--- config.mk ---
export PLATFORM = sky130hd
export DESIGN_NAME = pixel_output
export DESIGN_NICKNAME = d
export VERILOG_FILES = /design/src/verilog/vga_pkg.sv /design/src/verilog/pixel_output.sv
export VERILOG_INCLUDE_DIRS = /design/src /design/src/verilog
export SDC_FILE = /design/constraint.sdc
export NUM_CORES = 1
export LEC_CHECK = 0
export BUFFER_PORTS_ARGS = -buffer_cell sky130_fd_sc_hd__buf_2
export CAP_MARGIN = 20
export CORE_AREA = 5 5 42 44
export CTS_CLUSTER_DIAMETER = 40
export DETAILED_ROUTE_END_ITERATION = 12
export DIE_AREA = 0 0 47 49
export HOLD_SLACK_MARGIN = 0.15
export PLACE_DENSITY = 0.7
export SLEW_MARGIN = 5
export SYNTH_ARGS = -nofsm -noshare
export SYNTH_HDL_FRONTEND = slang
export SYNTH_SLANG_ARGS = --single-unit
--- constraint.sdc ---
create_clock -name clk -period 0.93 [get_ports clk]
set_clock_uncertainty 0.1 [all_clocks]
set_input_delay 0.0465 -clock clk [delete_from_list [all_inputs] [get_ports clk]]
set_output_delay 0.0465 -clock clk [all_outputs]
set_load 0.005 [all_outputs]
--- src/verilog/fb_params.svh ---
`ifndef FB_PARAMS_SVH
`define FB_PARAMS_SVH

// ==========================================================================
// Framebuffer geometry
// ==========================================================================
`define FB_WIDTH     320
`define FB_HEIGHT    240
`define FB_DEPTH     76800
`define FB_ADDR_W    17
`define SCALE        2

// Clocks per pixel tick
`define PIX_DIV      2

// ==========================================================================
// 640x480 raster in an 800x525 frame, counted in ticks and lines
// ==========================================================================
`define H_TOTAL      800
`define H_SYNC       96
`define H_ACT_START  144
`define H_ACT        640
`define V_TOTAL      525
`define V_SYNC       2
`define V_ACT_START  35
`define V_ACT        480

// Data widths
`define BYTE_W       8
`define COLOR_W      6
`define VGA_W        4

`endif
--- src/verilog/vga_pkg.sv ---
package vga_pkg;

    // Raster phase, shared by the horizontal and vertical counters
    typedef enum logic [1:0] {
        phase_sync        = 2'd0,
        phase_back_porch  = 2'd1,
        phase_active      = 2'd2,
        phase_front_porch = 2'd3
    } scan_phase_e;

    // Current scan position and flags, valid for one tick
    typedef struct packed {
        logic [8:0] fb_x;
        logic [7:0] fb_y;
        logic       h_sync;
        logic       v_sync;
        logic       active;
        logic       frame_start;
        logic       tick;
    } scan_pos_t;

    typedef struct packed {
        logic [3:0] r;
        logic [3:0] g;
        logic [3:0] b;
    } rgb_t;

endpackage

--- src/verilog/pixel_output.sv ---
`timescale 1ns/100ps
`include "fb_params.svh"

module pixel_output (
    input  logic                clk,
    input  logic                rst,
    input  vga_pkg::scan_pos_t  pos,
    input  logic [`COLOR_W-1:0] rd_color,
    output vga_pkg::rgb_t       rgb,
    output logic                h_sync,
    output logic                v_sync
);

    // Flags aligned with rd_color
    logic active_d;
    logic h_sync_d;
    logic v_sync_d;

    always_ff @(posedge clk or posedge rst) begin
        if (rst) begin
            active_d <= 1'b0;
            h_sync_d <= 1'b1;
            v_sync_d <= 1'b1;
            rgb      <= '0;
            h_sync   <= 1'b1;
            v_sync   <= 1'b1;
        end else begin
            active_d <= pos.active;
            h_sync_d <= pos.h_sync;
            v_sync_d <= pos.v_sync;
            h_sync   <= h_sync_d;
            v_sync   <= v_sync_d;
            // 2-bit fields into the top of each 4-bit channel
            rgb.r    <= active_d ? {rd_color[5:4], 2'b00} : '0;
            rgb.g    <= active_d ? {rd_color[3:2], 2'b00} : '0;
            rgb.b    <= active_d ? {rd_color[1:0], 2'b00} : '0;
        end
    end

endmodule

==> flow_summary_export.csv <==
group,metric,value,unit
cts,clockBufferDepth,2,
route,avgRoutedWirePerCell,8.986,µm
sta,drv_slew,0,
synth,synth_top_area_frac,0.4730,
route,num_vias,246,
route,dr.pass1.iters,1,
floorplanning,coreArea,0.001401,mm²
synth,synth_area,370.4,µm²
critical_path,crit_required,0.78,ns
route,via_per_inst,3.417,
synth,ys_ff_latch,11,
grt,grt_overflow,0,
power_and_ir_drop,p_leak,0.3044,nW
critical_path,crit_chain,"buf_2",
run_status,status,"complete, but fails checks",
sta,finalSetupTns,-0.1644,ns
grt,first_global_vias,233,
floorplanning,die_h,49,µm
route,drc,0,
route,drtIter0Drc,0,
sta,rsz0062_at_grt,"true",
placed_design,place_congestion,0.5565,
sta,period_needed,1.014,ns
cts,ctsHtreeMaxLevel,1,
grt,grt_first_pass_wirelength,931,µm
power_and_ir_drop,power_density,1580,mW/mm²
finish,layout_common_cells,"buf_2, dlygate4sd3_1, dfrtp_1, and2_1, conb_1",
synth,ys_warn_count,0,
critical_path,crit_path_top_delay_cell,"dfstp_2",
critical_path,slowest_delay,0.51,ns
finish,multi_input_area,60.06,µm²
finish,final_area,580.6,µm²
sta,min_period_over_period,1.091,
synth,synth.distinct_cells,6,
synth,synth_area_leader_cell,"dfrtp_1",
cts,cts_tree,"yes",
cts,post_cts_resized,0,
sta,setup_viol,2,
grt,grt_use_total,0.06058,
critical_path,crit_family,"flip-flops",
floorplanning,ioPinCount,44,
finish,final_cells,72,
critical_path,cp.arrival,0.87,ns
placed_design,placedCellCount,58,
cts,clock_sinks,11,
cts,cts-buffers-inserted,3,
sta,fmaxAchievable,986.0,MHz
cts,cts_root_buf,"clkbuf_4",
run,max_cap_viol_count,0,
finish,layout.cells.most_common,"buf_2",
finish,syn_to_final_growth,56.76,%
cts,clkSlewWorstSetupHoldPaths,0.06,ns
cts,post-cts-setup-buffer-count,0,
critical_path,worstPathMaxFanout,1,
route,antenna_left,0,
floorplanning,rows,14,
synth,avgSynthCellArea,14.81,µm²
worst_hold_path,holdCritPathClass,"input pin to async pin",
finish,ff_latch_area,280.3,µm²
critical_path,cp-end-kind,"output port",
floorplanning,dieWidth,47,µm
cts,clkLatencyLatePin,0.26,ns
finish,drive_gt1_frac,0.4464,
synth,yosysSeqAreaShare,0.7568,
floorplanning,initial_core_util,0.2643,
finish,fillCellCount,143,
sta,hold_viol_final,0,
finish,fin_util,0.4143,
critical_path,crit_buf_inv,1,
placed_design,io_buffers,18,
placed_design,place_area,454.2,µm²
synth,syn_inst,25,
route,wirelength,647,µm
sta,setup_ws,-0.08420,ns
finish,n_antenna_cell,0,
critical_path,worst_setup_path_start_kind,"register",
grt,antenna_found_initial,0,
run_status,failed_checks,"negative setup slack",
power_and_ir_drop,ir_drop,0.5802,mV
floorplanning,die-area,0.002303,mm²
critical_path,crit_type,"register to output port",
finish,finalNetCount,87,
grt,grt_max_degree,12,
synth,synth_area_leaders,"dfrtp_1, dfstp_2, buf_4",
[Yosys cell counts, drive strengths merged]
master,number
dfstp,4
dfrtp,7
buf,6
inv,1
and2,6
conb,1
[where the power goes]
| part | internal, mW | total [mW] | switching [mW] |
|---|---|---|---|
| Sequential | 0.509 | 0.516 | 0.00696 |
| Combinational | 0.0598 | 0.0949 | 0.0351 |
| Clock | 0.165 | 0.306 | 0.141 |
| Total | 0.734 | 0.917 | 0.183 |
[cells by family (layout without fill, tap and decap cells)]
logic type / Yosys count / in the layout / share of synthesized area
other: 1 / 6 / 0.01013
AND/OR/NAND/NOR: 6 / 6 / 0.1014
flip-flops: 11 / 11 / 0.7568
buffers and inverters: 7 / 33 / 0.1317
[state kept, by name (all words and copies together), names as in the netlist]
name,flops
active_d,1
v_sync,1
rgb,6
h_sync_d,1
h_sync,1
v_sync_d,1
[path summary, 6_finish.rpt]
kind | cells past startpoint | slack, ns | start | endpoint
setup / recovery | 1 | -0.08 | h_sync$_DFF_PP1_ | h_sync
hold / removal | 3 | 0.22 | rst | active_d$_DFF_PP0_
setup reg to reg | 1 | 0.15 | active_d$_DFF_PP0_ | rgb[2]$_DFF_PP0_
hold reg to reg | 0 | 0.26 | h_sync_d$_DFF_PP1_ | h_sync$_DFF_PP1_
max in group asynchronous | 3 | 0.19 | rst | v_sync_d$_DFF_PP1_
min in group clk | 0 | 0.26 | h_sync_d$_DFF_PP1_ | h_sync$_DFF_PP1_
[layout make-up]
| class | instances | share of cell area |
|---|---|---|
| inverters | 1 | 0.006466 |
| multi-input cells | 12 | 0.1034 |
| clock buffers | 4 | 0.04526 |
| repair buffers | 28 | 0.3276 |
| well taps | 16 | 0.03448 |
| flip-flops and latches | 11 | 0.4828 |
[per-layer routing]
layer | wire length, µm | global-route usage | vias to the layer above
met3 | 80 | 0.02214 | 0
li1 | - | - | 122
met2 | 358 | 0.08597 | 14
met4 | 0 | 0.05530 | 0
met1 | 208 | 0.06621 | 110
met5 | 0 | 0 | -
[per-stage QoR]
stage | setup WS, ns | power, mW | hold WS (ns)
4_1_cts | -0.09868 | 0.9389 | 0.2067
3_3_place_gp | 0.1636 | 0.5865 | -0.06789
6_report | -0.08420 | 0.9172 | 0.2206
2_1_floorplan | 0.2060 | 0.5668 | -0.2039
5_1_grt | -0.1130 | 0.9691 | 0.2545
3_5_place_dp | 0.1528 | 0.5888 | -0.05939
[what timing repair did]
action / in CTS / in global routing
pin swaps: 0 / 0
hold endpoints to repair: 20 / 0
endpoints found under the setup margin: 2 / 2
hold buffers: 10 / 0
Note: power is estimated with default switching activity, not from simulation.
