$ cat src/verilog/fb_params.svh
`ifndef FB_PARAMS_SVH
`define FB_PARAMS_SVH

// ==========================================================================
// Framebuffer geometry
// ==========================================================================
`define FB_WIDTH     320
`define FB_HEIGHT    240
`define FB_DEPTH     76800
`define FB_ADDR_W    17
`define SCALE        2

// Clocks per pixel tick
`define PIX_DIV      2

// ==========================================================================
// 640x480 raster in an 800x525 frame, counted in ticks and lines
// ==========================================================================
`define H_TOTAL      800
`define H_SYNC       96
`define H_ACT_START  144
`define H_ACT        640
`define V_TOTAL      525
`define V_SYNC       2
`define V_ACT_START  35
`define V_ACT        480

// Data widths
`define BYTE_W       8
`define COLOR_W      6
`define VGA_W        4

`endif
$ cat src/verilog/spi_cmd_pkg.sv
package spi_cmd_pkg;

    // Kind of an incoming SPI byte
    typedef enum logic [1:0] {
        cmd_pixel = 2'd0,
        cmd_align = 2'd1,
        cmd_swap  = 2'd2
    } cmd_kind_e;

    // One framebuffer write, color in RRGGBB form
    typedef struct packed {
        logic        wen;
        logic [16:0] addr;
        logic [5:0]  color;
    } fb_write_t;

endpackage

$ cat src/verilog/command_decoder.sv
`timescale 1ns/100ps
`include "fb_params.svh"

module command_decoder (
    input  logic                  clk,
    input  logic                  rst,
    input  logic                  byte_valid,
    input  logic [`BYTE_W-1:0]    byte_data,
    output spi_cmd_pkg::fb_write_t wr,
    output logic                  swap_req
);

    localparam logic [`FB_ADDR_W-1:0] last_addr = `FB_ADDR_W'(`FB_DEPTH - 1);
    localparam logic [`BYTE_W-1:0]    swap_code = `BYTE_W'(8'h81);

    spi_cmd_pkg::cmd_kind_e kind;
    logic [`FB_ADDR_W-1:0]  addr_cnt;

    // Bit 7 low is a pixel, any unknown control code aligns
    always_comb begin
        if (!byte_data[`BYTE_W-1]) begin
            kind = spi_cmd_pkg::cmd_pixel;
        end else if (byte_data == swap_code) begin
            kind = spi_cmd_pkg::cmd_swap;
        end else begin
            kind = spi_cmd_pkg::cmd_align;
        end
    end

    always_ff @(posedge clk or posedge rst) begin
        if (rst) begin
            wr       <= '0;
            swap_req <= 1'b0;
            addr_cnt <= '0;
        end else begin
            wr.wen   <= 1'b0;
            swap_req <= 1'b0;
            if (byte_valid) begin
                case (kind)
                    spi_cmd_pkg::cmd_pixel: begin
                        wr.wen   <= 1'b1;
                        wr.addr  <= addr_cnt;
                        wr.color <= byte_data[`COLOR_W-1:0];
                        // Wrap at end of frame
                        addr_cnt <= (addr_cnt == last_addr) ? '0 : addr_cnt + 1'b1;
                    end
                    spi_cmd_pkg::cmd_swap: begin
                        swap_req <= 1'b1;
                    end
                    default: begin
                        addr_cnt <= '0;
                    end
                endcase
            end
        end
    end

endmodule

$ cat config.mk
export PLATFORM = sky130hd
export DESIGN_NAME = command_decoder
export DESIGN_NICKNAME = d
export VERILOG_FILES = /design/src/verilog/spi_cmd_pkg.sv /design/src/verilog/command_decoder.sv
export VERILOG_INCLUDE_DIRS = /design/src /design/src/verilog
export SDC_FILE = /design/constraint.sdc
export NUM_CORES = 1
export LEC_CHECK = 0
export BUFFER_PORTS_ARGS = -buffer_cell sky130_fd_sc_hd__buf_2
export CELL_PAD_IN_SITES_DETAIL_PLACEMENT = 0
export CELL_PAD_IN_SITES_GLOBAL_PLACEMENT = 2
export CORE_MARGIN = 1
export CORE_UTILIZATION = 36
export DETAILED_ROUTE_END_ITERATION = 8
export PLACE_DENSITY_LB_ADDON = 0.1
export SKIP_CTS_REPAIR_TIMING = 1
export SLEW_MARGIN = 20
export SYNTH_ARGS = -nofsm -noshare
export SYNTH_HDL_FRONTEND = slang
export SYNTH_SLANG_ARGS = --single-unit
$ cat constraint.sdc
create_clock -name clk -period 3.6 [get_ports clk]
set_input_delay 0.18 -clock clk [delete_from_list [all_inputs] [get_ports clk]]
set_output_delay 0.18 -clock clk [all_outputs]
set_load 0.02 [all_outputs]
==> flow_summary.yaml <==
grt:
  overflow: 0
  grt_pass1_vias: 1678
  antenna_found_initial: 0
  grt_max_degree: 24
  grtUsageTotal_pct: 18.1
  grt_pass1_wl_mm: 8.37
synthesis:
  async_reset_ff_share_pct: 100
  yosys.area.top_type_share_pct: 53.2
  yosysSeqAreaShare_pct: 53.2
  synth_top_area_cell: "dfrtp_1"
  synth.distinct_cells: 38
  synth.cell_area_um2: 1980
  synth_edf_count: 0
  synth_seq_cells: 42
  syn_area_per_cell_um2: 9.07
  ys_warn_count: 0
  syn_inst: 218
  syn-num-nets: 230
  ys.flop_type: "dfrtp_1"
  ys_top_cells_by_area: "dfrtp_1 53%, nand2_1 15%, o21ai_0 2.8%"
placed_design:
  place.gp.congestion: 0.770
  dp_slack_ns: 1.39
  numPortBuffers: 35
  dp_hpwl_mm: 3.17
clock_network:
  clock_sinks: 42
  htree_num_levels: 2
  cts_tree: "built"
  cts-root-buf: "clkbuf_8"
  clockBufferDepth: 2
  worstSkewPairLatency_ns: 0.29
  cts_made_buffers: 5
  clkTransAtPathRegs_ns: 0.08
timing:
  fin_setup_tns_ns: 0
  hold_violations: 0
  layout_min_cycle_time_ns: 2.07
  slew_headroom_pct: 35.2
  finalCritPeriodShare_pct: 57.5
  drv_slew: 0
  skew_ns: 0.00431
  worst_slack_ns: 1.53
  setup_viol: 0
  max_freq_mhz: 483
  rsz0062_at_grt: "no"
  worst_pin_slew_ns: 0.969
critical_path:
  path_delay_family: "simple AND/OR/NAND/NOR gates"
  slowest_stage: "dfrtp_1"
  path_buf_inv: 0
  arrival_ns: 2.25
  slowest_delay_ns: 0.43
  crit_required_ns: 3.78
  endpoint_kind: "flop"
  path_max_fanout: 9
  worstPathCellList: "ha_1 > nand3_1 > nor2_1 > a21o_1 > or3_1 > o21ai_0"
  critPathLaunchType: "flop"
  criticalPathCategory: "flop to flop"
die:
  core_area_um2: 5200
  start_util_pct: 38.0
  top_level_ports: 36
  dieArea_um2: 5790
  rows: 26
  die_y_um: 76.1
  die_x_um: 76.1
detailed_routing:
  drt_iter0_markers: 59
  drtPass1Iterations: 4
  ant_nets: 0
  avgRoutedWirePerCell_um: 14.5
  dr_total_vias: 1587
  finalWirelength_mm: 4.67
  drc: 0
  routed_via_density: 4.94
finish:
  drive_gt1_share_pct: 21.5
  diodes: 0
  syn_to_final_growth_pct: 15.9
  post-route-util_pct: 44.0
  num-nets-final: 262
min_path:
  hold_path.class: "input pin to async pin"
power:
  peakVddDrop_uv: 201
  leakage_uw: 0.00116
  powerDensity_nw_per_um2: 466
job:
  maxCapViolations: 0
run_status:
  outcome: "complete, no violations"
-- logic make-up after synthesis --
| kind of cell | Yosys count | share of synthesized area (%) |
|---|---|---|
| and+or+nand+nor | 120 | 28.9 |
| DFF | 42 | 53.2 |
| adders and majority gates | 1 | 0.633 |
| buffers and inverters | 17 | 4.43 |
| AOI/OAI and AO/OA | 38 | 12.8 |
-- cells in the final DEF, fill, tap and decap left out, types with 2 or more instances in the layout --
cell,instances
buf_2,35
and2_2,4
clkbuf_1,2
o21ai_0,11
inv_1,5
dfrtp_1,42
nor3_1,2
nor4_1,3
nor2_1,3
nand2_1,78
o21ai_1,3
and3_1,2
o31ai_1,6
buf_4,2
a31oi_1,7
a211oi_1,2
nand3_1,9
and2_1,2
a21oi_1,4
nand4_1,6
or3_1,2
clkbuf_8,5
-- metal layers --
metal	vias to the layer above	wire length, µm	track usage (%)
li1	811	-	-
met1	745	2250	23.6
met2	25	2230	30.7
met3	6	135	3.47
met4	0	55	5.19
met5	-	0	0
-- registers in the layout (all words and copies together) (netlist names) --
register / count
addr_cnt: 17
wr: 24
swap_req: 1
-- where the power goes --
group	internal [µW]	switching (µW)
combinational	51.7	99.2
sequential	512	40.3
clock	208	158
total	771	298
-- final timing paths --
check	start	endpoint	slack, ns	cells past startpoint
max	addr_cnt[0]$_DFFE_PP0P_	addr_cnt[16]$_DFFE_PP0P_	1.53	6
min	rst	wr[4]$_DFFE_PP0P_	0.05	2
max reg2reg	addr_cnt[0]$_DFFE_PP0P_	addr_cnt[16]$_DFFE_PP0P_	1.53	6
min reg2reg	wr[17]$_DFFE_PP0P_	wr[17]$_DFFE_PP0P_	0.47	2
max in group asynchronous	rst	addr_cnt[14]$_DFFE_PP0P_	2.73	3
min in group clk	byte_data[3]	wr[3]$_DFFE_PP0P_	0.10	3
-- synth_stat cells (3+ instances only) --
cell type   n
nand3_1     9
nor2_1      3
o31ai_1     6
nand4_1     6
nor4_1      3
clkbuf_1    5
a31oi_1     7
buf_2       3
inv_1       5
a21oi_1     4
o21ai_1     3
dfrtp_1    42
o21ai_0    11
and2_2      4
nand2_1    78
-- area by class of cell --
class | instances | area [µm²]
sequential | 42 | 1050
fill | 541 | 2910
clock buffer | 7 | 76.3
timing repair buffer | 37 | 190
inverter | 5 | 18.8
multi-input combinational | 159 | 838
tap | 70 | 87.6
clock inverter | 1 | 30.0
-- stage by stage --
step           cells  hold WS, ns  total power [µW]  instance area [µm²]
2_1_floorplan    218        0.285               659                 1980
3_3_place_gp     313        0.395               715                 2190
3_5_place_dp     313        0.395               716                 2190
4_1_cts          321       0.0908              1090                 2290
5_1_grt          321        0.108              1130                 2290
6_report         321       0.0537              1070                 2290
(Power assumes the default switching activity.)
