$ cat config.mk
export PLATFORM = sky130hd
export DESIGN_NAME = scan_timing
export DESIGN_NICKNAME = d
export VERILOG_FILES = /design/src/verilog/vga_pkg.sv /design/src/verilog/scan_timing.sv
export VERILOG_INCLUDE_DIRS = /design/src /design/src/verilog
export SDC_FILE = /design/constraint.sdc
export NUM_CORES = 1
export LEC_CHECK = 0
export BUFFER_PORTS_ARGS = -buffer_cell sky130_fd_sc_hd__buf_2
export CAP_MARGIN = 5
export CORE_ASPECT_RATIO = 1.5
export CORE_MARGIN = 4
export CORE_UTILIZATION = 40
export DETAILED_ROUTE_END_ITERATION = 6
export GPL_TIMING_DRIVEN = 0
export PLACE_DENSITY_LB_ADDON = 0.25
export SYNTH_ARGS = -nofsm -noshare
export SYNTH_HDL_FRONTEND = slang
export SYNTH_SLANG_ARGS = --single-unit
$ cat constraint.sdc
create_clock -name clk -period 2.15 [get_ports clk]
set_input_delay 0.1075 -clock clk [delete_from_list [all_inputs] [get_ports clk]]
set_output_delay 0.1075 -clock clk [all_outputs]
set_load 0.05 [all_outputs]
$ cat src/verilog/fb_params.svh
`ifndef FB_PARAMS_SVH
`define FB_PARAMS_SVH

// ==========================================================================
// Framebuffer geometry
// ==========================================================================
`define FB_WIDTH     320
`define FB_HEIGHT    240
`define FB_DEPTH     76800
`define FB_ADDR_W    17
`define SCALE        2

// Clocks per pixel tick
`define PIX_DIV      2

// ==========================================================================
// 640x480 raster in an 800x525 frame, counted in ticks and lines
// ==========================================================================
`define H_TOTAL      800
`define H_SYNC       96
`define H_ACT_START  144
`define H_ACT        640
`define V_TOTAL      525
`define V_SYNC       2
`define V_ACT_START  35
`define V_ACT        480

// Data widths
`define BYTE_W       8
`define COLOR_W      6
`define VGA_W        4

`endif
$ cat src/verilog/vga_pkg.sv
package vga_pkg;

    // Raster phase, shared by the horizontal and vertical counters
    typedef enum logic [1:0] {
        phase_sync        = 2'd0,
        phase_back_porch  = 2'd1,
        phase_active      = 2'd2,
        phase_front_porch = 2'd3
    } scan_phase_e;

    // Current scan position and flags, valid for one tick
    typedef struct packed {
        logic [8:0] fb_x;
        logic [7:0] fb_y;
        logic       h_sync;
        logic       v_sync;
        logic       active;
        logic       frame_start;
        logic       tick;
    } scan_pos_t;

    typedef struct packed {
        logic [3:0] r;
        logic [3:0] g;
        logic [3:0] b;
    } rgb_t;

endpackage

$ cat src/verilog/scan_timing.sv
`timescale 1ns/100ps
`include "fb_params.svh"

module scan_timing (
    input  logic               clk,
    input  logic               rst,
    output vga_pkg::scan_pos_t pos
);

    localparam int div_w = $clog2(`PIX_DIV);
    localparam int h_w   = $clog2(`H_TOTAL);
    localparam int v_w   = $clog2(`V_TOTAL);

    logic [div_w-1:0]     div_cnt;
    logic                 tick;
    logic [h_w-1:0]       h_cnt;
    logic [v_w-1:0]       v_cnt;
    logic [h_w-1:0]       h_scaled;
    logic [v_w-1:0]       v_scaled;
    vga_pkg::scan_phase_e h_phase;
    vga_pkg::scan_phase_e v_phase;

    function automatic vga_pkg::scan_phase_e phase_of(input int cnt, input int sync_len,
                                                      input int act_start, input int act_len);
        if (cnt < sync_len) begin
            return vga_pkg::phase_sync;
        end else if (cnt < act_start) begin
            return vga_pkg::phase_back_porch;
        end else if (cnt < act_start + act_len) begin
            return vga_pkg::phase_active;
        end
        return vga_pkg::phase_front_porch;
    endfunction

    // ======================================================================
    // Pixel tick and raster counters
    // ======================================================================
    assign tick = (div_cnt == div_w'(`PIX_DIV - 1));

    always_ff @(posedge clk or posedge rst) begin
        if (rst) begin
            div_cnt <= '0;
            h_cnt   <= '0;
            v_cnt   <= '0;
        end else begin
            div_cnt <= tick ? '0 : div_cnt + 1'b1;
            if (tick) begin
                if (h_cnt == h_w'(`H_TOTAL - 1)) begin
                    h_cnt <= '0;
                    v_cnt <= (v_cnt == v_w'(`V_TOTAL - 1)) ? '0 : v_cnt + 1'b1;
                end else begin
                    h_cnt <= h_cnt + 1'b1;
                end
            end
        end
    end

    // Phases and position
    assign h_phase  = phase_of(int'(h_cnt), `H_SYNC, `H_ACT_START, `H_ACT);
    assign v_phase  = phase_of(int'(v_cnt), `V_SYNC, `V_ACT_START, `V_ACT);
    assign h_scaled = (h_cnt - h_w'(`H_ACT_START)) / h_w'(`SCALE);
    assign v_scaled = (v_cnt - v_w'(`V_ACT_START)) / v_w'(`SCALE);

    always_comb begin
        pos.h_sync      = (h_phase != vga_pkg::phase_sync);
        pos.v_sync      = (v_phase != vga_pkg::phase_sync);
        pos.active      = (h_phase == vga_pkg::phase_active)
                       && (v_phase == vga_pkg::phase_active);
        // Parked at the origin while blanked
        pos.fb_x        = pos.active ? h_scaled[$bits(pos.fb_x)-1:0] : '0;
        pos.fb_y        = pos.active ? v_scaled[$bits(pos.fb_y)-1:0] : '0;
        pos.frame_start = (h_cnt == '0) && (v_cnt == '0);
        pos.tick        = tick;
    end

endmodule

==> results of run 1 <==
-- logic make-up (layout without fill, tap and decap cells) --
group,count (synthesis),after routing,share of synthesized area [%]
compound gates,26,26,12.3
xor+xnor,19,19,10.2
fa+ha+maj,8,8,6.12
buf+inv,25,66,8.42
flops,21,21,32.1
simple gates,87,87,30.8
-- report_power, final --
| part | leakage, nW | internal (mW) | switching [mW] |
|---|---|---|---|
| sequential | 0.272 | 0.394 | 0 |
| combinational | 0.801 | 0.000728 | 0.00798 |
| clock | 0.0255 | 0.130 | 0.145 |
| total | 1.10 | 0.525 | 0.153 |
-- what timing repair did --
item	4_1_cts	5_1_grt
buffers inserted	12	6
gates cloned	1	0
hold buffers	0	0
pin swaps	9	14
setup endpoints to repair	19	19
resized for setup	47	38
-- path summary, 6_finish.rpt --
kind | startpoint | to | cells after the start
max | v_cnt[1]$_DFFE_PP0P_ | pos[11] | 6
max reg2reg | h_cnt[6]$_DFFE_PP0P_ | h_cnt[9]$_DFFE_PP0P_ | 5
min in group clk | div_cnt$_DFF_PP0_ | div_cnt$_DFF_PP0_ | 2
min | rst | v_cnt[5]$_DFFE_PP0P_ | 2
min reg2reg | div_cnt$_DFF_PP0_ | div_cnt$_DFF_PP0_ | 2
max in group asynchronous | rst | v_cnt[0]$_DFFE_PP0P_ | 2
-- flip-flops by register name, indices dropped and copies added, names as in the netlist --
name     cells
v_cnt       10
h_cnt       10
div_cnt      1
-- layout make-up --
class	count	area, sq um
timing repair buffer	41	417
clock buffer	3	41.3
inverter	10	37.5
tap	45	56.3
fill	326	1570
buffer	11	90.1
sequential	21	532
multi-input combinational	140	1210
clock inverter	1	5.00
-- cells in the final DEF, fill, tap and decap left out, types with 8 or more instances in the layout --
master   netlist  final
buf_6          3     19
buf_4          4     17
nand2_1       16     16
dfrtp_1       21     16
xnor2_1       13     13
nand3_1       12     12
nor3_4         0     12
nor2_1        12     11
inv_1         10     10
buf_2          4      8
-- layer usage --
| layer | vias to the layer above | GRT usage, % | part of all wire [%] |
|---|---|---|---|
| li1 | 732 | - | - |
| met1 | 731 | 22.7 | 39 |
| met2 | 26 | 34.6 | 56 |
| met3 | 10 | 2.24 | 2.9 |
| met4 | 0 | 6.65 | 2.4 |
| met5 | - | 0 | 0 |
-- critical path: cells and delay by family (launching register included) --
kind,cells,cell delay (ps)
simple gates,1,210
compound gates,2,660
xor+xnor,1,130
flops,1,440
buf+inv,2,340
-- per-stage QoR --
step                setup slack, ps  cell area (sq um)
global placement               -312               1920
CTS                           -20.7               2230
global route                  -74.5               2390
floorplan                      -448               1750
finish                        -3.67               2390
detailed placement             -300               1920
==> results.cfg, run 1 <==
[status]
status = finished, violations left
violations = negative hold slack, negative setup slack

[synthesis]
synth_flop_cell = dfrtp_1
synthTopCellsByCount = 21 x dfrtp_1, 19 x nor3_1, 16 x nand2_1
yosysMostFrequentCell = dfrtp_1
seq_area_frac_synth_pct = 32.1
synth_area_leaders = dfrtp_1 32%, xnor2_1 7.0%, ha_1 6.1%
async_flop_share_pct = 100
post_synth_inst_count = 186
synth.avg_cell_area_sq_um = 8.79
ys_seq_elements = 21
synth_cell_type_count = 46
synth_area_sq_mm = 0.00164
yosysWarnings = 0
synth_top_area_cell = dfrtp_1
synth_edf_count = 0
synth_nets = 196
synth_top_area_share_pct = 32.1

[sta]
relSlewSlack_pct = 44.0
hold_viol = 16
worstMarginPinSlew_ps = 839
finalCritPeriodShare_pct = 100
rsz0062_at_grt = yes
fin_crit_ps = 2150
final.setup.tns_ps = -3.67
finClkSkew_ps = 7.48
setup_violations = 1
layout_setup_ws_ps = -3.67
worst_hold_slack_ps = -6.83
final_max_slew_viol_count = 0
fmax_mhz = 464

[cells_and_area]
nets = 238
stdcell_count = 272
final_util_pct = 60.3
insertedDiodeCount = 0
area_delta_synth_final_pct = 45.9
drive_above_1_share_pct = 43.2

[setup_path]
crit_path_max_incr_delay_ps = 470
reg2reg_setup_slack_ps = 210
cp-end-kind = output port
cp-start-kind = flip-flop
path_cells = buf_4 > a2111o_1 > a21oi_2 > xnor2_1 > nor3_4 > buf_6
crit_fanout = 5
cp.arrival_ps = 2050
cp_slowest_cell = a2111o_1
cp.required_ps = 2040
path_class = reg -> out

[placed_design]
dpl.hpwl_microns = 2840
place_congestion = 0.797
portBuffers = 23
dp_cells = 254

[clock_network]
cts_root_buf = clkbuf_8
htree_levels = 1
cts.reportedPaths.clkPinSlew_ps = 90
clk_latency_ps = 270
ctsLongestPathBuffers = 2
cts_sinks = 21
tritoncts = built
cts_buffers = 3

[global_route]
gr-total-overflow = 0
grt_pass1_wl_microns = 7600
antenna_found_initial = 0
grt.total_usage_pct = 19.2
grt_pass1_vias = 1583
grt_max_degree = 22

[drt]
wire_per_inst_microns = 16.9
drc = 0
wl_microns = 4600
vias = 1499
drtIter0Drc = 53
firstDrtPassIters = 4
antenna_left = 0
via_per_inst = 5.51

[floorplan]
dieArea_sq_mm = 0.00520
core_sq_mm = 0.00396
die_w_microns = 60.2
die_y_microns = 86.3
pin_count = 24
initial_core_util_pct = 41.3
rows = 28

[pwr]
leakagePower_nw = 1.10
peakVddDrop_uv = 253
report.power.total_mw = 0.678
power.density_mw_per_mm2 = 284

[job]
maxCapViolations = 0

[hold_path]
hold_class = in -> async
(Power assumes the default switching activity.)
==> inputs of run 2 (changes only) <==
- CORE_MARGIN: 4 -> 2
- PLACE_DENSITY_LB_ADDON: 0.25 -> 0.3
==> run 2 against run 1 <==
The run still ends with negative hold slack, negative setup slack left; clock-buffer cell count is 1 higher; combinational power is 1% lower; clock skew is 1.3 ps lower; flip-flop and latch count stayed put; utilization is 0.63 points higher; via count is 0.20% higher; fmax is 1.3% lower; critical path type unchanged; cell count is 1.1% higher.
==> results.cfg, run 2 (synthesis gave the netlist of run 1 again) <==
[status]
status = finished, violations left
violations = negative hold slack, negative setup slack

[setup_path]
path_class = reg -> out
cp.arrival_ps = 2080
cp-end-kind = output port
cp_slowest_cell = dfrtp_1
cp-start-kind = flip-flop
crit_path_max_incr_delay_ps = 500
path_cells = or3_4 > nor2_4 > a31oi_4 > buf_12 > buf_16 > nor3_4 > buf_6
crit_fanout = 8
cp.required_ps = 2040

[placed_design]
dpl.hpwl_microns = 2710
dp_cells = 254
place_congestion = 0.846
portBuffers = 23
dp_slack_ps = -364

[floorplan]
rows = 28
pin_count = 24
dieArea_sq_mm = 0.00463
die_y_microns = 82.3
die_w_microns = 56.2
initial_core_util_pct = 41.7
core_sq_mm = 0.00392

[cells_and_area]
drive_above_1_share_pct = 43.0
area_delta_synth_final_pct = 46.1
regArea_sq_um = 532
mostFrequentLayoutCell = buf_4
insertedDiodeCount = 0
stdcell_count = 275
reg_top3 = h_cnt: 10 flops, v_cnt: 10 flops, div_cnt: 1 flops
multi_input_area_sq_mm = 0.00118
nets = 241
fillCellCount = 324
final_cell_mix = 22 x buf_4, 21 x buf_6, 16 x nand2_1, 16 x dfrtp_1, 13 x xnor2_1

[clock_network]
cts.reportedPaths.clkPinSlew_ps = 80
htree_levels = 1
tritoncts = built
cts_sinks = 21
cts_root_buf = clkbuf_8
cts_buffers = 3
clk_latency_ps = 270
ctsLongestPathBuffers = 2

[sta]
finalCritPeriodShare_pct = 102
worst_hold_slack_ps = -7.54
relSlewSlack_pct = 44.7
hold_viol = 10
fmax_mhz = 458
worstMarginPinSlew_ps = 828
layout_setup_ws_ps = -32.9
setup_violations = 6
rsz0062_at_grt = yes
final_max_slew_viol_count = 0
final.setup.tns_ps = -105
fin_crit_ps = 2180
finClkSkew_ps = 6.17

[pwr]
leakagePower_nw = 1.15
pwr-share-comb_pct = 1.3
pwr-share-clk_pct = 39.9
switching_power_mw = 0.143
report.power.total_mw = 0.671
p_seq_share_pct = 58.8
power.density_mw_per_mm2 = 281
p_sw_share_pct = 21.3
internal-power_mw = 0.528
peakVddDrop_uv = 286

[global_route]
grt_pass1_vias = 1400
grt_pass1_wl_microns = 6890
grt.total_usage_pct = 19.0
grt_max_degree = 22
gr-total-overflow = 0
antenna_found_initial = 0

[drt]
drtIter0Drc = 36
antenna_left = 0
firstDrtPassIters = 4
wire_per_inst_microns = 15.3
via_per_inst = 5.46
drc = 0
vias = 1502
wl_microns = 4220

[job]
maxCapViolations = 0

[hold_path]
hold_class = in -> async
## run 2: worst paths after layout
| check | slack (ps) | cells past startpoint | end | start |
|---|---|---|---|---|
| hold reg to reg | 560 | 1 | h_cnt[2]$_DFFE_PP0P_ | h_cnt[2]$_DFFE_PP0P_ |
| setup / recovery | -30 | 7 | pos[10] | v_cnt[4]$_DFFE_PP0P_ |
| max in group asynchronous | 1600 | 2 | h_cnt[5]$_DFFE_PP0P_ | rst |
| setup reg to reg | 250 | 5 | h_cnt[9]$_DFFE_PP0P_ | h_cnt[6]$_DFFE_PP0P_ |
| hold / removal | -8 | 2 | v_cnt[2]$_DFFE_PP0P_ | rst |
| min in group clk | 560 | 1 | h_cnt[2]$_DFFE_PP0P_ | h_cnt[2]$_DFFE_PP0P_ |
## run 2: per-layer routing
metal  global-route usage [%]  vias up  wire length (microns)  part of all wire [%]
met5                        0        -                      0                     0
met4                     6.43        0                     81                   1.9
met3                     2.65        9                    148                   3.5
met2                     32.7       34                   2220                    53
met1                     24.6      723                   1760                    42
li1                         -      736                      -                     -
## run 2: worst max-delay path, delay by kind of cell (launching register included)
kind            cells  cell delay [ps]
buf+inv             3              480
simple gates        3              690
flops               1              500
compound gates      1              140
## run 2: through the flow
| stage | utilization (%) | hold WS (ps) | instance area (sq um) |
|---|---|---|---|
| final | 60.9 | -7.54 | 2390 |
| after global routing | 60.9 | 88.0 | 2390 |
| after CTS | 57.0 | 29.1 | 2240 |
| after detailed placement | 48.9 | 319 | 1920 |
| after global placement | 48.9 | 307 | 1920 |
| after floorplan | - | 84.0 | 1750 |
## run 2: power by group through the flow
stage | logic [mW] | clock network (mW) | registers (mW)
after global routing | 0.0110 | 0.286 | 0.395
after global placement | 0.00922 | 0 | 0.402
after detailed placement | 0.00948 | 0 | 0.402
after CTS | 0.00940 | 0.268 | 0.395
after floorplan | 0.00591 | 0 | 0.402
final | 0.00861 | 0.268 | 0.395
## run 2: timing repair
| action | 4_1_cts | 5_1_grt |
|---|---|---|
| setup endpoints to repair | 19 | 19 |
| gates cloned | 1 | 0 |
| hold buffers | 0 | 0 |
| setup buffers | 11 | 8 |
| gates resized for setup | 44 | 28 |
| pin swaps | 6 | 11 |
## run 2: final cells by class
type	instances	share of cell area (%)
multi-input cells	140	49.6
flip-flops and latches	21	22.3
repair buffers	43	17.8
plain buffers	12	4.55
well taps	45	2.36
clock buffers	4	1.88
inverters	10	1.57
==> inputs of run 3 (changes only) <==
==> constraint.sdc (replaced) <==
create_clock -name clk -period 2.15 [get_ports clk]
set_input_delay 0.1075 -clock clk [delete_from_list [all_inputs] [get_ports clk]]
set_output_delay 0.1075 -clock clk [all_outputs]
set_load 0.005 [all_outputs]
==> run 3 against run 2 <==
The run ends with negative setup slack left; non-clock buffer count is 1 lower; power barely moved; critical path depth did not move; flip-flop and latch count unchanged; sequential power barely moved; final area down 14%; combinational power up 2%; sequential share of layout area up 3.6 points; critical endpoint is now pos[12]; largest power group unchanged.
==> results.cfg, run 3 (synthesis gave the netlist of run 1 again) <==
[drt]
antenna_left = 0
firstDrtPassIters = 4
drtIter0Drc = 42
drc = 0
wire_per_inst_microns = 14.8
vias = 1470
via_per_inst = 5.36
wl_microns = 4050

[setup_path]
crit_cells = 7
cp-start-kind = flip-flop
cp.arrival_ps = 2070
worst-r2r-cell-count = 5
cp_num_buf_inv = 2
path_cells = ha_4 > o41ai_4 > a21oi_2 > a31oi_4 > buf_6 > nor3_2 > buf_2
crit_path_max_incr_delay_ps = 450
cp-end-kind = output port
cp.required_ps = 2040
critical-path-top-delay-family = compound AO/OA/AOI/OAI gates
crit_fanout = 5
cp_slowest_cell = dfrtp_2
path_class = reg -> out

[clock_network]
ctsLongestPathBuffers = 2
cts_sinks = 21
ctsHoldBuffers = 0
clk_latency_ps = 270
cts_buffers = 3
cts.reportedPaths.clkPinSlew_ps = 80
tritoncts = built
htree_levels = 1
cts_root_buf = clkbuf_8

[status]
violations = negative setup slack
status = finished, violations left

[placed_design]
dp_slack_ps = -250
dpl.hpwl_microns = 2700
portBuffers = 23
place_congestion = 0.793

[global_route]
gr-total-overflow = 0
antenna_found_initial = 0
grt.total_usage_pct = 17.5
grt_max_degree = 22
grt_pass1_wl_microns = 6240
grt_pass1_vias = 1366

[sta]
final_max_slew_viol_count = 0
finClkSkew_ps = 3.38
worstMarginPinSlew_ps = 847
final.setup.tns_ps = -303
setup_violations = 18
fin_crit_ps = 2180
rsz0062_at_grt = yes
hold_viol = 0
layout_setup_ws_ps = -25.6
fmax_mhz = 460
relSlewSlack_pct = 43.5
finalCritPeriodShare_pct = 101

[cells_and_area]
nets = 240
fillCellCount = 400
area_delta_synth_final_pct = 25.3
drive_above_1_share_pct = 34.9
insertedDiodeCount = 0
final_cell_mix = 27 x buf_2, 20 x buf_4, 17 x dfrtp_1
mostFrequentLayoutCell = buf_2
reg_top3 = h_cnt: 10 flops, v_cnt: 10 flops, div_cnt: 1 flops

[pwr]
pwr-share-comb_pct = 1.3
leakagePower_nw = 0.980
internal-power_mw = 0.528
p_seq_share_pct = 58.8
power.density_mw_per_mm2 = 327
pwr-share-clk_pct = 39.8
peakVddDrop_uv = 295
p_sw_share_pct = 21.3
switching_power_mw = 0.143
report.power.total_mw = 0.670

[floorplan]
die_y_microns = 82.3
initial_core_util_pct = 41.7
core_sq_mm = 0.00392
dieArea_sq_mm = 0.00463
die_w_microns = 56.2
pin_count = 24
rows = 28

[hold_path]
hold_class = in -> async

[job]
maxCapViolations = 0
-- run 3: power by group through the flow --
| stage | clock network (mW) | registers [mW] | logic [mW] |
|---|---|---|---|
| after floorplan | 0 | 0.402 | 0.00591 |
| after global placement | 0 | 0.402 | 0.00951 |
| after detailed placement | 0 | 0.402 | 0.00957 |
| after CTS | 0.278 | 0.394 | 0.00957 |
| after global routing | 0.297 | 0.395 | 0.0108 |
| final | 0.267 | 0.395 | 0.00878 |
-- run 3: worst paths after layout --
path / start / slack (ps) / end
max: v_cnt[1]$_DFFE_PP0P_ / -30 / pos[12]
min: rst / 0.8 / h_cnt[9]$_DFFE_PP0P_
max reg2reg: h_cnt[6]$_DFFE_PP0P_ / 260 / h_cnt[9]$_DFFE_PP0P_
min reg2reg: h_cnt[4]$_DFFE_PP0P_ / 520 / h_cnt[4]$_DFFE_PP0P_
max in group asynchronous: rst / 1570 / v_cnt[1]$_DFFE_PP0P_
min in group clk: h_cnt[4]$_DFFE_PP0P_ / 520 / h_cnt[4]$_DFFE_PP0P_
-- run 3: metal layers --
metal	GRT usage, %	part of all wire, %
met4	9.76	2.3
met5	0	0
met1	18.8	40
met3	2.18	3.0
met2	32.9	55
-- run 3: per-stage QoR --
step | utilization [%] | instance area, sq um | std cells | hold WS [ps]
floorplan | - | 1640 | 186 | 84.0
global placement | 46.0 | 1810 | 254 | 320
detailed placement | 46.0 | 1810 | 254 | 323
CTS | 47.9 | 1880 | 259 | 30.5
global route | 52.2 | 2050 | 274 | 77.2
finish | 52.2 | 2050 | 274 | 0.762
-- run 3: cell type report --
| class | count | area (sq um) | area share [%] |
|---|---|---|---|
| tap | 45 | 56.3 | 2.75 |
| clock buffer | 4 | 45.0 | 2.20 |
| timing repair buffer | 41 | 258 | 12.6 |
| inverter | 10 | 37.5 | 1.83 |
| buffer | 13 | 96.3 | 4.70 |
| multi-input combinational | 140 | 1030 | 50.1 |
| sequential | 21 | 531 | 25.9 |
-- run 3: what timing repair did --
item,4_1_cts,5_1_grt
endpoints found under the setup margin,19,19
resized for setup,8,14
pin swaps,2,6
gates cloned,0,1
buffers inserted,3,14
